**src/verilog/muldiv_types_pkg.sv**
```systemverilog
// fixed 32-bit datapath; count_width has to stay log2 of data_width or the iteration count breaks
`default_nettype none

package muldiv_types_pkg;

    // operand, HI and LO width
    localparam int data_width = 32;

    // one engine iteration per operand bit
    localparam int count_width = $clog2(data_width);

    // operand or one HI/LO word
    typedef logic [data_width-1:0] word_t;

    // iteration index inside a multiply or divide
    typedef logic [count_width-1:0] count_t;

endpackage

`default_nettype wire

```
**src/verilog/muldiv_op_pkg.sv**
```systemverilog
// encodings are local to this unit and not the MIPS funct field; the decoder maps them in front
`default_nettype none

package muldiv_op_pkg;

    localparam int op_width = 4;

    typedef enum logic [op_width-1:0] {
        // no operation, a start with this code is dropped
        op_none  = 4'd0,
        // {hi, lo} = a * b
        op_mult  = 4'd1,
        op_multu = 4'd2,
        // lo = a / b, hi = a % b
        op_div   = 4'd3,
        op_divu  = 4'd4,
        // {hi, lo} += a * b
        op_madd  = 4'd5,
        op_maddu = 4'd6,
        // {hi, lo} -= a * b
        op_msub  = 4'd7,
        op_msubu = 4'd8,
        // direct moves, value taken from a
        op_mthi  = 4'd9,
        op_mtlo  = 4'd10
    } muldiv_op_t;

endpackage

`default_nettype wire

```
**src/verilog/muldiv_issue.sv**
```systemverilog
// start is taken only while busy is low; a_q, b_q and the controls stay fixed until write_hi_lo or clear
`timescale 1ns/1ps
`default_nettype none

module muldiv_issue (
    input  logic                      clk,
    input  logic                      reset,
    input  logic                      clear,
    input  logic                      start,
    input  muldiv_op_pkg::muldiv_op_t op,
    input  muldiv_types_pkg::word_t   a,
    input  muldiv_types_pkg::word_t   b,
    input  logic                      write_hi_lo,
    input  logic                      waiting_result,
    output logic                      mul,
    output logic                      div,
    output logic                      using_sign,
    output logic                      add,
    output logic                      sub,
    output logic                      move_hi,
    output logic                      move_lo,
    output logic                      busy,
    output muldiv_types_pkg::word_t   a_q,
    output muldiv_types_pkg::word_t   b_q
);
    import muldiv_op_pkg::*;

    logic accept;
    logic dec_mul;
    logic dec_div;
    logic dec_sign;
    logic dec_add;
    logic dec_sub;

    // op decode into engine controls
    assign dec_mul  = op inside {op_mult, op_multu, op_madd, op_maddu, op_msub, op_msubu};
    assign dec_div  = op inside {op_div, op_divu};
    assign dec_sign = op inside {op_mult, op_div, op_madd, op_msub};
    assign dec_add  = op inside {op_madd, op_maddu};
    assign dec_sub  = op inside {op_msub, op_msubu};

    // pending operation, a move in flight, or the engine still running
    assign busy   = mul | div | move_hi | move_lo | waiting_result;
    assign accept = start & ~busy;

    always_ff @(posedge clk or posedge reset) begin
        if (reset) begin
            {mul, div, using_sign, add, sub, move_hi, move_lo} <= '0;
        end else if (clear || write_hi_lo) begin
            // operation finished or aborted
            {mul, div, using_sign, add, sub, move_hi, move_lo} <= '0;
        end else if (accept) begin
            {mul, div, using_sign, add, sub} <= {dec_mul, dec_div, dec_sign, dec_add, dec_sub};
            move_hi <= (op == op_mthi);
            move_lo <= (op == op_mtlo);
        end else begin
            // moves are single cycle pulses
            move_hi <= 1'b0;
            move_lo <= 1'b0;
        end
    end

    // operands, also the move value on a_q
    always_ff @(posedge clk) begin
        if (accept) begin
            a_q <= a;
            b_q <= b;
        end
    end

    assert property (@(posedge clk) disable iff (reset) !(move_hi && move_lo))
        else $error("muldiv_issue: move_hi and move_lo high together");

endmodule

`default_nettype wire

```
**src/verilog/div_mul.sv**
```systemverilog
// one adder, one bit per cycle; inputs must hold until write_hi_lo, division by zero leaves HI/LO undefined
`timescale 1ns/1ps
`default_nettype none

module div_mul (
    input  logic                    clk,
    input  logic                    reset,
    input  logic                    clear,
    input  logic                    mul,
    input  logic                    div,
    input  logic                    using_sign,
    input  logic                    add,
    input  logic                    sub,
    input  muldiv_types_pkg::word_t a,
    input  muldiv_types_pkg::word_t b,
    input  muldiv_types_pkg::word_t hi_in,
    input  muldiv_types_pkg::word_t lo_in,
    output muldiv_types_pkg::word_t hi_out,
    output muldiv_types_pkg::word_t lo_out,
    output logic                    write_hi_lo,
    output logic                    waiting_result
);
    import muldiv_types_pkg::*;

    typedef enum logic [3:0] {
        st_wait, st_abs_a, st_abs_b, st_mul, st_div,
        st_neg_prod_lo, st_neg_prod_hi, st_neg_quot, st_neg_rem,
        st_acc_lo, st_acc_hi, st_storage
    } state_t;

    typedef enum logic [2:0] {
        srca_zero, srca_thi, srca_thi_shift, srca_hi, srca_lo
    } srca_t;

    typedef enum logic [2:0] {
        srcb_thi, srcb_tlo, srcb_a, srcb_b, srcb_abs_b, srcb_iter_b
    } srcb_t;

    typedef enum logic [1:0] {cin_zero, cin_one, cin_carry} cin_t;
    typedef enum logic [2:0] {thi_hold, thi_alu, thi_mul, thi_div, thi_zero} thi_src_t;
    typedef enum logic [1:0] {tlo_hold, tlo_alu, tlo_mul, tlo_div} tlo_src_t;
    typedef enum logic [1:0] {tick_hold, tick_inc, tick_clear} tick_op_t;

    state_t   state;
    state_t   next_state;
    state_t   after_mul;
    srca_t    srca_sel;
    srcb_t    srcb_sel;
    cin_t     cin_sel;
    thi_src_t thi_sel;
    tlo_src_t tlo_sel;
    tick_op_t tick_op;

    // temporary hi/lo, partial product or partial remainder/quotient
    word_t  thi;
    word_t  tlo;
    word_t  a_neg;
    word_t  b_neg;
    word_t  a_abs;
    word_t  b_abs;
    word_t  src_a;
    word_t  src_b;
    word_t  alu_out;
    count_t tick_count;
    logic   a_sign;
    logic   b_sign;
    logic   a_iter;
    logic   neg_b;
    logic   cin;
    logic   cout;
    logic   cout_reg;
    logic   a_neg_we;
    logic   b_neg_we;

    assign a_sign = using_sign & a[data_width-1];
    assign b_sign = using_sign & b[data_width-1];
    assign a_abs  = a_sign ? a_neg : a;
    assign b_abs  = b_sign ? b_neg : b;

    // multiply walks a from the lsb, divide from the msb (~tick is msb - tick)
    assign a_iter = mul ? a_abs[tick_count] : a_abs[~tick_count];

    // single adder
    assign {cout, alu_out} = {1'b0, src_a} + {1'b0, src_b} + {{data_width{1'b0}}, cin};

    always_comb begin
        case (srca_sel)
            srca_thi:       src_a = thi;
            srca_thi_shift: src_a = {thi[data_width-2:0], a_iter};
            srca_hi:        src_a = hi_in;
            srca_lo:        src_a = lo_in;
            default:        src_a = '0;
        endcase

        case (srcb_sel)
            srcb_tlo:    src_b = tlo;
            srcb_a:      src_b = a;
            srcb_b:      src_b = b;
            srcb_abs_b:  src_b = b_abs;
            srcb_iter_b: src_b = b_abs & {data_width{a_iter}};
            default:     src_b = thi;
        endcase
        if (neg_b) begin
            src_b = ~src_b;
        end

        case (cin_sel)
            cin_one:   cin = 1'b1;
            cin_carry: cin = cout_reg;
            default:   cin = 1'b0;
        endcase
    end

    always_ff @(posedge clk or posedge reset) begin
        if (reset) begin
            state      <= st_wait;
            tick_count <= '0;
        end else begin
            state <= clear ? st_wait : next_state;
            case (tick_op)
                tick_inc:   tick_count <= tick_count + 1'b1;
                tick_clear: tick_count <= '0;
                default:    tick_count <= tick_count;
            endcase
        end
    end

    always_ff @(posedge clk) begin
        // carry between the low and high word steps
        cout_reg <= cout;
        if (a_neg_we) begin
            a_neg <= alu_out;
        end
        if (b_neg_we) begin
            b_neg <= alu_out;
        end

        case (thi_sel)
            thi_alu:  thi <= alu_out;
            thi_mul:  thi <= {cout, alu_out[data_width-1:1]};
            // restore when the subtract borrowed
            thi_div:  thi <= cout ? alu_out : src_a;
            thi_zero: thi <= '0;
            default:  thi <= thi;
        endcase

        case (tlo_sel)
            tlo_alu: tlo <= alu_out;
            tlo_mul: tlo <= {alu_out[0], tlo[data_width-1:1]};
            tlo_div: tlo <= {tlo[data_width-2:0], cout};
            default: tlo <= tlo;
        endcase
    end

    // accumulate only applies to products, unsigned ones included
    assign after_mul = (add || sub) ? st_acc_lo : st_storage;

    always_comb begin
        next_state = state;
        case (state)
            st_wait: begin
                if (a_sign) begin
                    next_state = st_abs_a;
                end else if (b_sign) begin
                    next_state = st_abs_b;
                end else if (mul) begin
                    next_state = st_mul;
                end else if (div) begin
                    next_state = st_div;
                end
            end
            st_abs_a:       next_state = b_sign ? st_abs_b : (mul ? st_mul : st_div);
            st_abs_b:       next_state = mul ? st_mul : st_div;
            st_mul: begin
                if (&tick_count) begin
                    next_state = (a_sign ^ b_sign) ? st_neg_prod_lo : after_mul;
                end
            end
            st_div: begin
                if (&tick_count) begin
                    if (a_sign ^ b_sign) begin
                        next_state = st_neg_quot;
                    end else if (a_sign) begin
                        next_state = st_neg_rem;
                    end else begin
                        next_state = st_storage;
                    end
                end
            end
            st_neg_prod_lo: next_state = st_neg_prod_hi;
            st_neg_prod_hi: next_state = after_mul;
            // remainder follows the dividend sign
            st_neg_quot:    next_state = a_sign ? st_neg_rem : st_storage;
            st_neg_rem:     next_state = st_storage;
            st_acc_lo:      next_state = st_acc_hi;
            st_acc_hi:      next_state = st_storage;
            default:        next_state = st_wait;
        endcase
    end

    always_comb begin
        srca_sel = srca_zero;
        srcb_sel = srcb_thi;
        cin_sel  = cin_zero;
        neg_b    = 1'b0;
        thi_sel  = thi_hold;
        tlo_sel  = tlo_hold;
        tick_op  = tick_hold;
        a_neg_we = 1'b0;
        b_neg_we = 1'b0;
        case (state)
            st_wait: begin
                // may go straight to st_mul or st_div
                tick_op = tick_clear;
                thi_sel = thi_zero;
            end
            st_abs_a, st_abs_b: begin
                // 0 - a or 0 - b
                srcb_sel = (state == st_abs_a) ? srcb_a : srcb_b;
                neg_b    = 1'b1;
                cin_sel  = cin_one;
                a_neg_we = (state == st_abs_a);
                b_neg_we = (state == st_abs_b);
                tick_op  = tick_clear;
                thi_sel  = thi_zero;
            end
            st_mul: begin
                srca_sel = srca_thi;
                srcb_sel = srcb_iter_b;
                thi_sel  = thi_mul;
                tlo_sel  = tlo_mul;
                tick_op  = tick_inc;
            end
            st_div: begin
                srca_sel = srca_thi_shift;
                srcb_sel = srcb_abs_b;
                neg_b    = 1'b1;
                cin_sel  = cin_one;
                thi_sel  = thi_div;
                tlo_sel  = tlo_div;
                tick_op  = tick_inc;
            end
            st_neg_prod_lo, st_neg_quot: begin
                srcb_sel = srcb_tlo;
                neg_b    = 1'b1;
                cin_sel  = cin_one;
                tlo_sel  = tlo_alu;
            end
            st_neg_prod_hi, st_neg_rem: begin
                neg_b   = 1'b1;
                cin_sel = (state == st_neg_rem) ? cin_one : cin_carry;
                thi_sel = thi_alu;
            end
            st_acc_lo: begin
                // lo +/- tlo, carry kept for the high word
                srca_sel = srca_lo;
                srcb_sel = srcb_tlo;
                neg_b    = sub;
                cin_sel  = sub ? cin_one : cin_zero;
                tlo_sel  = tlo_alu;
            end
            st_acc_hi: begin
                srca_sel = srca_hi;
                neg_b    = sub;
                cin_sel  = cin_carry;
                thi_sel  = thi_alu;
            end
            default: begin
            end
        endcase
    end

    assign hi_out         = thi;
    assign lo_out         = tlo;
    assign write_hi_lo    = (state == st_storage);
    assign waiting_result = (state == st_wait) ? (mul | div) : (state != st_storage);

    assert property (@(posedge clk) disable iff (reset) !(mul && div))
        else $error("div_mul: mul and div requested together");

    assert property (@(posedge clk) disable iff (reset) write_hi_lo |=> !write_hi_lo)
        else $error("div_mul: write_hi_lo longer than one cycle");

endmodule

`default_nettype wire

```
**src/verilog/hi_lo_regs.sv**
```systemverilog
// engine write and moves never overlap since the issue stage runs one operation at a time
`timescale 1ns/1ps
`default_nettype none

module hi_lo_regs (
    input  logic                    clk,
    input  logic                    reset,
    input  logic                    write_hi_lo,
    input  muldiv_types_pkg::word_t hi_in_new,
    input  muldiv_types_pkg::word_t lo_in_new,
    input  logic                    move_hi,
    input  logic                    move_lo,
    input  muldiv_types_pkg::word_t move_data,
    output muldiv_types_pkg::word_t hi,
    output muldiv_types_pkg::word_t lo
);
    import muldiv_types_pkg::*;

    word_t hi_next;
    word_t lo_next;

    // engine result updates both words, a move only one
    always_comb begin
        hi_next = hi;
        lo_next = lo;
        if (write_hi_lo) begin
            hi_next = hi_in_new;
            lo_next = lo_in_new;
        end else begin
            if (move_hi) begin
                hi_next = move_data;
            end
            if (move_lo) begin
                lo_next = move_data;
            end
        end
    end

    always_ff @(posedge clk or posedge reset) begin
        if (reset) begin
            hi <= '0;
            lo <= '0;
        end else begin
            hi <= hi_next;
            lo <= lo_next;
        end
    end

    assert property (@(posedge clk) disable iff (reset) !(write_hi_lo && (move_hi || move_lo)))
        else $error("hi_lo_regs: move collides with an engine write");

endmodule

`default_nettype wire

```
**src/verilog/muldiv_unit.sv**
```systemverilog
// start while busy is dropped; hi/lo show a result from the cycle after done, clear aborts without a write
`timescale 1ns/1ps
`default_nettype none

module muldiv_unit (
    input  logic                      clk,
    input  logic                      reset,
    input  logic                      clear,
    input  logic                      start,
    input  muldiv_op_pkg::muldiv_op_t op,
    input  muldiv_types_pkg::word_t   a,
    input  muldiv_types_pkg::word_t   b,
    output logic                      busy,
    output logic                      done,
    output muldiv_types_pkg::word_t   hi,
    output muldiv_types_pkg::word_t   lo
);
    import muldiv_types_pkg::*;

    logic  mul;
    logic  div;
    logic  using_sign;
    logic  add;
    logic  sub;
    logic  move_hi;
    logic  move_lo;
    logic  waiting_result;
    word_t a_q;
    word_t b_q;
    word_t hi_out;
    word_t lo_out;

    // done is the engine's write_hi_lo pulse
    muldiv_issue issue_i (
        .clk            (clk),
        .reset          (reset),
        .clear          (clear),
        .start          (start),
        .op             (op),
        .a              (a),
        .b              (b),
        .write_hi_lo    (done),
        .waiting_result (waiting_result),
        .mul            (mul),
        .div            (div),
        .using_sign     (using_sign),
        .add            (add),
        .sub            (sub),
        .move_hi        (move_hi),
        .move_lo        (move_lo),
        .busy           (busy),
        .a_q            (a_q),
        .b_q            (b_q)
    );

    div_mul engine_i (
        .clk            (clk),
        .reset          (reset),
        .clear          (clear),
        .mul            (mul),
        .div            (div),
        .using_sign     (using_sign),
        .add            (add),
        .sub            (sub),
        .a              (a_q),
        .b              (b_q),
        .hi_in          (hi),
        .lo_in          (lo),
        .hi_out         (hi_out),
        .lo_out         (lo_out),
        .write_hi_lo    (done),
        .waiting_result (waiting_result)
    );

    hi_lo_regs hi_lo_i (
        .clk         (clk),
        .reset       (reset),
        .write_hi_lo (done),
        .hi_in_new   (hi_out),
        .lo_in_new   (lo_out),
        .move_hi     (move_hi),
        .move_lo     (move_lo),
        .move_data   (a_q),
        .hi          (hi),
        .lo          (lo)
    );

endmodule

`default_nettype wire

```
**config.mk**
```make
export PLATFORM = sky130hd
export DESIGN_NAME = muldiv_unit
export DESIGN_NICKNAME = d
export VERILOG_FILES = /design/src/verilog/muldiv_types_pkg.sv /design/src/verilog/muldiv_op_pkg.sv /design/src/verilog/muldiv_issue.sv /design/src/verilog/div_mul.sv /design/src/verilog/hi_lo_regs.sv /design/src/verilog/muldiv_unit.sv
export SDC_FILE = /design/constraint.sdc
export NUM_CORES = 1
export LEC_CHECK = 0
export BUFFER_PORTS_ARGS = -buffer_cell sky130_fd_sc_hd__buf_4
export CAP_MARGIN = 20
export CORE_MARGIN = 10
export CORE_UTILIZATION = 60
export CTS_CLUSTER_DIAMETER = 40
export DETAILED_ROUTE_END_ITERATION = 12
export GPL_TIMING_DRIVEN = 0
export PLACE_DENSITY = 0.87
export SLEW_MARGIN = 20
export SYNTH_ARGS = -nofsm -noshare
export SYNTH_HDL_FRONTEND = slang
export SYNTH_HIERARCHICAL = 1
export SYNTH_SLANG_ARGS = --single-unit
```
**constraint.sdc**
```tcl
create_clock -name clk -period 14.8 [get_ports clk]
set_clock_uncertainty 0.1 [all_clocks]
set_input_delay 1.48 -clock clk [delete_from_list [all_inputs] [get_ports clk]]
set_output_delay 1.48 -clock clk [all_outputs]
set_load 0.1 [all_outputs]
```
==> run metrics, run 1 <==
hold path depth=2; Yosys reg bits=roughly 270; antenna violations before repair=3; cts bufs inserted=43; Antenna Nets Post-Route=0; max-cap viol count=0; hold_sp=engine_i/hi_out[31]; global-route wire length before repair=95600 µm; Sw Pwr=2.77 mW; Placed Cells=2002; layout cells sized above 1=0.182; fin nets=1817; fill cell count=1937; RSZ-0062 raised after global routing=no; Lkg Pwr=7.68 nW; critical path type=flop to flop; Non-Filler Instances=around 2100; CP arrival=between 7 and 8 ns; Initial Util=0.609; worst-path cell chain=clkbuf_1 > or2_2 > clkbuf_1 > nor2_1 > clkbuf_4 > a222oi_1 > o2111ai_1 > o211ai_2 > fa_1 > inv_1 > fa_1 > nand2b_1 > a21oi_1 > o31ai_1 > a21oi_1 > a211o_1 > nand2_1 > clkbuf_1 > nor2_1 > nand2_1 > nand2_1; Flop pwr share=0.281; post-CTS setup buffer count=0; CTS tree=built; slowest stage delay, CP=around 0.83 ns; max_slew headroom=0.137; Post-Synthesis Cells=around 1500; # diodes=0; Final GP Congestion=1.10; Layout area overhead=18.3%; vias in the first global route=15200; Post-synth EDFFs=around 190; switch share=0.506; Die Footprint=34400 µm²; largest area contributor in the netlist=edfxtp_1; crit path max fanout=41; GRT overflow=0; Distinct cells, synth=81; Synth Net Count=~1600; async set-or-reset flop fraction in the synthesized netlist=0.293; CTS Hold Bufs=0; r2r startpoint=engine_i/state[3]; Die Y=approximately 190 µm; core area=27000 µm²; most area-consuming cells after synthesis=edfxtp_1 (35%), dfrtp_1 (12%), mux2i_1 (7.5%); port bufs=between 100 and 150; number of synthesis warnings=6; Fin Setup TNS=0 ns; clk sinks=273; worst-skew pair later-pin latency=0.55 ns; Achievable Freq=0.129 GHz; Required @ worst endpoint=15.00 ns; root buffer cell=clkbuf_16; Post-CTS Resized=0; Clk pin slew, worst setup/hold paths=0.05 ns; drt total wl=66100 µm; sequential share of the synthesized area=0.475; combinational share of power=0.531; WL/cell=between 30 and 40 µm; PD cells=roughly 280 nW/µm²; Worst IR Drop VDD=0.158 mV; Post-Syn Area=16400 µm²; clock share of power=0.187; largest net degree at the start of global routing=42; worst-margin pin slew=roughly 1.3 ns; synthesized area per cell=10.8 µm²; Synth top area share=0.351; vias=15600; Crit-path slowest cell=clkbuf_4; status=completed; # IOs=138; final worst-path cycle share=0.525; Crit. Startpoint=engine_i/state[3]; Total GRT Usage=0.376; DRT iter0 DRCs=2680; # setup viols final=0; fin crit period=7.77 ns; htree depth=2; Vias per Instance=approximately 7.5; HP Class=flop to flop; num rows=60; clk buf depth=3; Slew Viols, Final=0; crit path capture type=flop; HPWL Detailed=between 40000 and 50000 µm; startpoint types=flop; final hold violations=0; drt pass-1 iters=13; Horiz. Die Dim=between 150 and 200 µm; total internal power=2.70 mW; worst reg-to-reg path cell count=21; dominant synthesized flop cell=edfxtp_1; post-route DRC violation count=0
[Yosys cell counts (14+ instances only)]
library cell	instances
nor3_1	14
o211ai_2	30
o221ai_1	20
xor2_1	19
a21oi_1	55
a21o_1	54
nand2_1	209
a222oi_1	33
nor2_1	48
dfrtp_1	80
o2111ai_1	33
inv_1	46
mux2i_1	123
mux4_2	15
a22oi_1	100
ha_1	37
o21ai_0	66
clkbuf_1	72
edfxtp_1	192
o21ai_1	62
buf_2	19
[stage by stage]
stage / setup slack [ns] / power (mW) / area, µm² / utilization / hold slack [ns]
finish: 7.03 / 5.47 / 19400 / 0.720 / 0.425
global route: 6.97 / 5.63 / 19400 / 0.720 / 0.488
CTS: 7.42 / 5.32 / 19400 / 0.720 / 0.424
detailed placement: 7.45 / 4.28 / 17900 / 0.665 / 0.415
global placement: 5.93 / 4.21 / 17800 / 0.662 / 0.415
floorplan: 8.99 / 3.37 / 16400 / - / 0.384
[layout by cell type (no fill, tap or decap), drive strengths merged, types with 4 or more instances in the layout]
master / Yosys / layout
o211ai: 37 / 37
mux2i: 123 / 123
nand3: 13 / 13
o221ai: 20 / 20
buf: 36 / 174
nor4: 5 / 5
and2: 6 / 6
nor3: 14 / 14
bufinv: 0 / 4
nor2: 48 / 48
nand2: 211 / 211
inv: 47 / 54
mux4: 15 / 15
or2: 7 / 7
dfrtp: 80 / 80
o21ai: 129 / 129
edfxtp: 192 / 192
ha: 37 / 37
a31oi: 6 / 6
a22oi: 100 / 100
nor2b: 10 / 10
nand2b: 13 / 13
a21o: 54 / 54
a211o: 5 / 5
xor2: 19 / 19
clkinvlp: 0 / 7
o21a: 6 / 6
a21oi: 56 / 56
a221o: 7 / 7
a221oi: 4 / 4
o2111ai: 33 / 33
xnor2: 12 / 12
clkinv: 3 / 17
clkbuf: 72 / 120
a222oi: 33 / 33
and3: 10 / 10
a211oi: 7 / 7
[final timing paths]
check | to | slack (ns)
max in group asynchronous | hi_lo_i/lo[18] | 13.12
min in group asynchronous | issue_i/mul | 0.80
worst min register to register | hi_lo_i/hi[31] | 0.43
worst min-delay path | hi_lo_i/hi[31] | 0.43
worst max register to register | engine_i/hi_out[8] | 7.03
worst max-delay path | engine_i/hi_out[8] | 7.03
[power by group through the flow]
stage                     sequential, mW  combinational (mW)  clock, mW
after detailed placement            1.52                2.76          0
after CTS                           1.51                2.78       1.03
after global routing                1.55                3.02       1.06
final                               1.54                2.91       1.02
after floorplan                     1.83                1.54          0
after global placement              1.53                2.68          0
[cell families after synthesis]
| kind of cell | count (synthesis) | synth area share |
|---|---|---|
| buffers and inverters | 158 | 0.0486 |
| AND/OR/NAND/NOR | 356 | 0.0973 |
| AO/OA/AOI/OAI | 528 | 0.237 |
| flip-flops | 273 | 0.475 |
| adder cells (fa/ha/maj) | 39 | 0.0307 |
| multiplexers | 138 | 0.0956 |
| XOR/XNOR | 31 | 0.0165 |
[area by class of cell]
cell class                      count  area [µm²]  share of cell area
Clock inverter                     32         337              0.0173
Timing Repair Buffer              138        1080              0.0557
Buffer                            108         612              0.0315
Multi-Input combinational cell   1092        7830               0.403
Sequential cell                   273        7790               0.401
Inverter                           50         198              0.0102
Tap cell                          341         427              0.0220
Clock buffer                       48        1140              0.0585
[critical path: cells and delay by family, from the launching register on]
kind	cells	cell delay, ns
adder cells (fa/ha/maj)	2	0.66
buffers and inverters	5	2.28
AO/OA/AOI/OAI	7	2.01
AND/OR/NAND/NOR	7	2.08
flip-flops	1	0.37
[per-layer routing]
metal | up-vias | routed length, µm | global-route usage
li1 | 6309 | - | -
met1 | 7382 | 22500 | 0.464
met2 | 1558 | 27800 | 0.546
met3 | 348 | 11500 | 0.150
met4 | 4 | 4270 | 0.219
met5 | - | 31 | 0
Note: power is estimated with default switching activity, not from simulation.
==> run 2: changes to the inputs <==
--- a/config.mk
+++ b/config.mk
@@ -8,11 +8,11 @@
 export BUFFER_PORTS_ARGS = -buffer_cell sky130_fd_sc_hd__buf_4
 export CAP_MARGIN = 20
 export CORE_MARGIN = 10
-export CORE_UTILIZATION = 60
+export CORE_UTILIZATION = 55
 export CTS_CLUSTER_DIAMETER = 40
 export DETAILED_ROUTE_END_ITERATION = 12
 export GPL_TIMING_DRIVEN = 0
-export PLACE_DENSITY = 0.87
+export PLACE_DENSITY = 0.84
 export SLEW_MARGIN = 20
 export SYNTH_ARGS = -nofsm -noshare
 export SYNTH_HDL_FRONTEND = slang
==> constraint.sdc (replaced) <==
create_clock -name clk -period 6.5 [get_ports clk]
set_clock_uncertainty 0.1 [all_clocks]
set_input_delay 0.65 -clock clk [delete_from_list [all_inputs] [get_ports clk]]
set_output_delay 0.65 -clock clk [all_outputs]
set_load 0.1 [all_outputs]
==> run 2 against run 1 <==
Via count down 0.47%. Clock power is 120% higher. Setup slack got worse by 7.0 ns. Global-route usage is 3.9 points lower. Largest cell class unchanged. Largest power group unchanged.
==> run metrics, run 2 (same netlist as run 1, synthesis figures left out) <==
status=completed; Lkg Pwr=~7.7 nW; crit path capture type=flop; largest net degree at the start of global routing=42; root buffer cell=clkbuf_16; max_slew headroom=0.181; final hold violations=0; Worst Path Buf+Inv=6; Fin Setup TNS=0 ns; Achievable Freq=0.156 GHz; vias=15500; Stages on worst setup path=23; antenna violations before repair=0; clock share of power=0.181; fin crit period=6.42 ns; HP Class=input port to flop; Worst IR Drop VDD=0.361 mV; Crit-path slowest cell=mux4_2; Sw Pwr=6.25 mW; # IOs=138; num rows=63; WL/cell=30.1 µm; worst-path cell chain=nand2_4 > clkinv_4 > buf_12 > buf_12 > mux2i_1 > mux4_2 > a221oi_2 > nand2_1 > a21oi_2 > o21ai_4 > buf_6 > o211ai_2 > fa_1 > inv_1 > fa_1 > nand2b_1 > a21oi_1 > o31ai_4 > a21oi_2 > a211o_1 > nand3_2 > clkbuf_2 > o21ai_0; Flop pwr share=0.285; Worst R2R Setup Slack=0.08 ns; fin nets=approximately 1800; layout cells sized above 1=0.194; clk sinks=273; core area=29600 µm²; Initial Util=0.555; Worst Setup EP=engine_i/hi_out[27]; Layout area overhead=19.3%; crit path max fanout=10; Crit path max-delay family=compound AO/OA/AOI/OAI gates; Vias per Instance=7.28; slowest stage delay, CP=0.53 ns; hold_sp=a[10]; Die Y=approximately 190 µm; worst-margin pin slew=1.23 ns; Total GRT Usage=0.336; cts bufs inserted=43; HPWL Detailed=roughly 44000 µm; Die Footprint=around 37000 µm²; max-cap viol count=0; CTS tree=built; PD cells=632 nW/µm²; # setup viols final=0; Antenna Nets Post-Route=0; worst reg-to-reg path cell count=23; Clk pin slew, worst setup/hold paths=0.06 ns; GRT overflow=0; Total Power=12.4 mW; Horiz. Die Dim=193 µm; post-route DRC violation count=0; Final GP Congestion=roughly 1.1; worst-skew pair later-pin latency=0.55 ns; critical path type=flop to flop; switch share=0.505; combinational share of power=0.534; final worst-path cycle share=0.988; DRT iter0 DRCs=2803; global-route wire length before repair=93300 µm; startpoint types=flop; utilization after layout=0.662; Slew Viols, Final=0; port bufs=135; Required @ worst endpoint=6.76 ns; htree depth=2; CP arrival=6.69 ns; r2r startpoint=issue_i/a_q[31]; Crit. Startpoint=issue_i/a_q[31]; Reg2Reg Capture Point=engine_i/hi_out[27]; commonest non-fill, non-tap cell in the layout=nand2_1; hold slack final=0.172 ns; total internal power=6.12 mW; drt total wl=64200 µm; vias in the first global route=15300; drt pass-1 iters=8; most frequent cells in the layout=nand2_1 (209), edfxtp_1 (192), buf_4 (137); clk buf depth=3
-- run 2: per-layer routing --
metal	GRT usage	vias up	wire length [µm]
met2	0.483	1516	26700
li1	-	6318	-
met3	0.125	369	10400
met1	0.416	7325	22100
met5	0	-	0
met4	0.222	0	4930
-- run 2: repair_timing --
| item | CTS | global route |
|---|---|---|
| setup endpoints to repair | 34 | 38 |
| gates resized for setup | 11 | 33 |
| hold buffers | 1 | 0 |
| setup buffers | 0 | 2 |
| hold endpoints to repair | 7 | 0 |
| pin swaps | 0 | 1 |
-- run 2: cell type report --
| type | instances | area [µm²] |
|---|---|---|
| diodes | 1 | 2.50 |
| clock inverters | 22 | 189 |
| fillers | 2265 | 9990 |
| clock buffers | 57 | 1210 |
| flip-flops and latches | 273 | 7790 |
| well taps | 390 | 488 |
| inverters | 50 | 199 |
| multi-input cells | 1092 | 7960 |
| plain buffers | 108 | 632 |
| repair buffers | 141 | 1110 |
-- run 2: power by group through the flow --
| stage | registers (mW) | logic [mW] | clock network [mW] |
|---|---|---|---|
| floorplan | 4.16 | 3.51 | 0 |
| global placement | 3.49 | 6.04 | 0 |
| detailed placement | 3.47 | 6.22 | 0 |
| CTS | 3.45 | 6.28 | 2.25 |
| global route | 3.53 | 6.90 | 2.31 |
| finish | 3.52 | 6.61 | 2.24 |
-- run 2: stage by stage --
step / cells / area, µm² / setup slack, ns
floorplan: 1523 / 16400 / 0.694
global placement: 2048 / 17900 / -1.80
detailed placement: 2051 / 18000 / -0.477
CTS: 2131 / 19400 / 0.0317
global route: 2133 / 19600 / -0.0195
finish: 2134 / 19600 / 0.0758
-- run 2: worst min path at each step --
stage | to | slack [ns] | depth (start not counted)
4_1_cts | issue_i/a_q[10] | 0.16 | 1
6_report | issue_i/a_q[10] | 0.17 | 1
3_5_place_dp | hi_lo_i/hi[31] | 0.43 | 2
5_1_grt | issue_i/a_q[24] | 0.17 | 1
3_3_place_gp | hi_lo_i/hi[31] | 0.42 | 2
2_1_floorplan | issue_i/add | 0.35 | 1
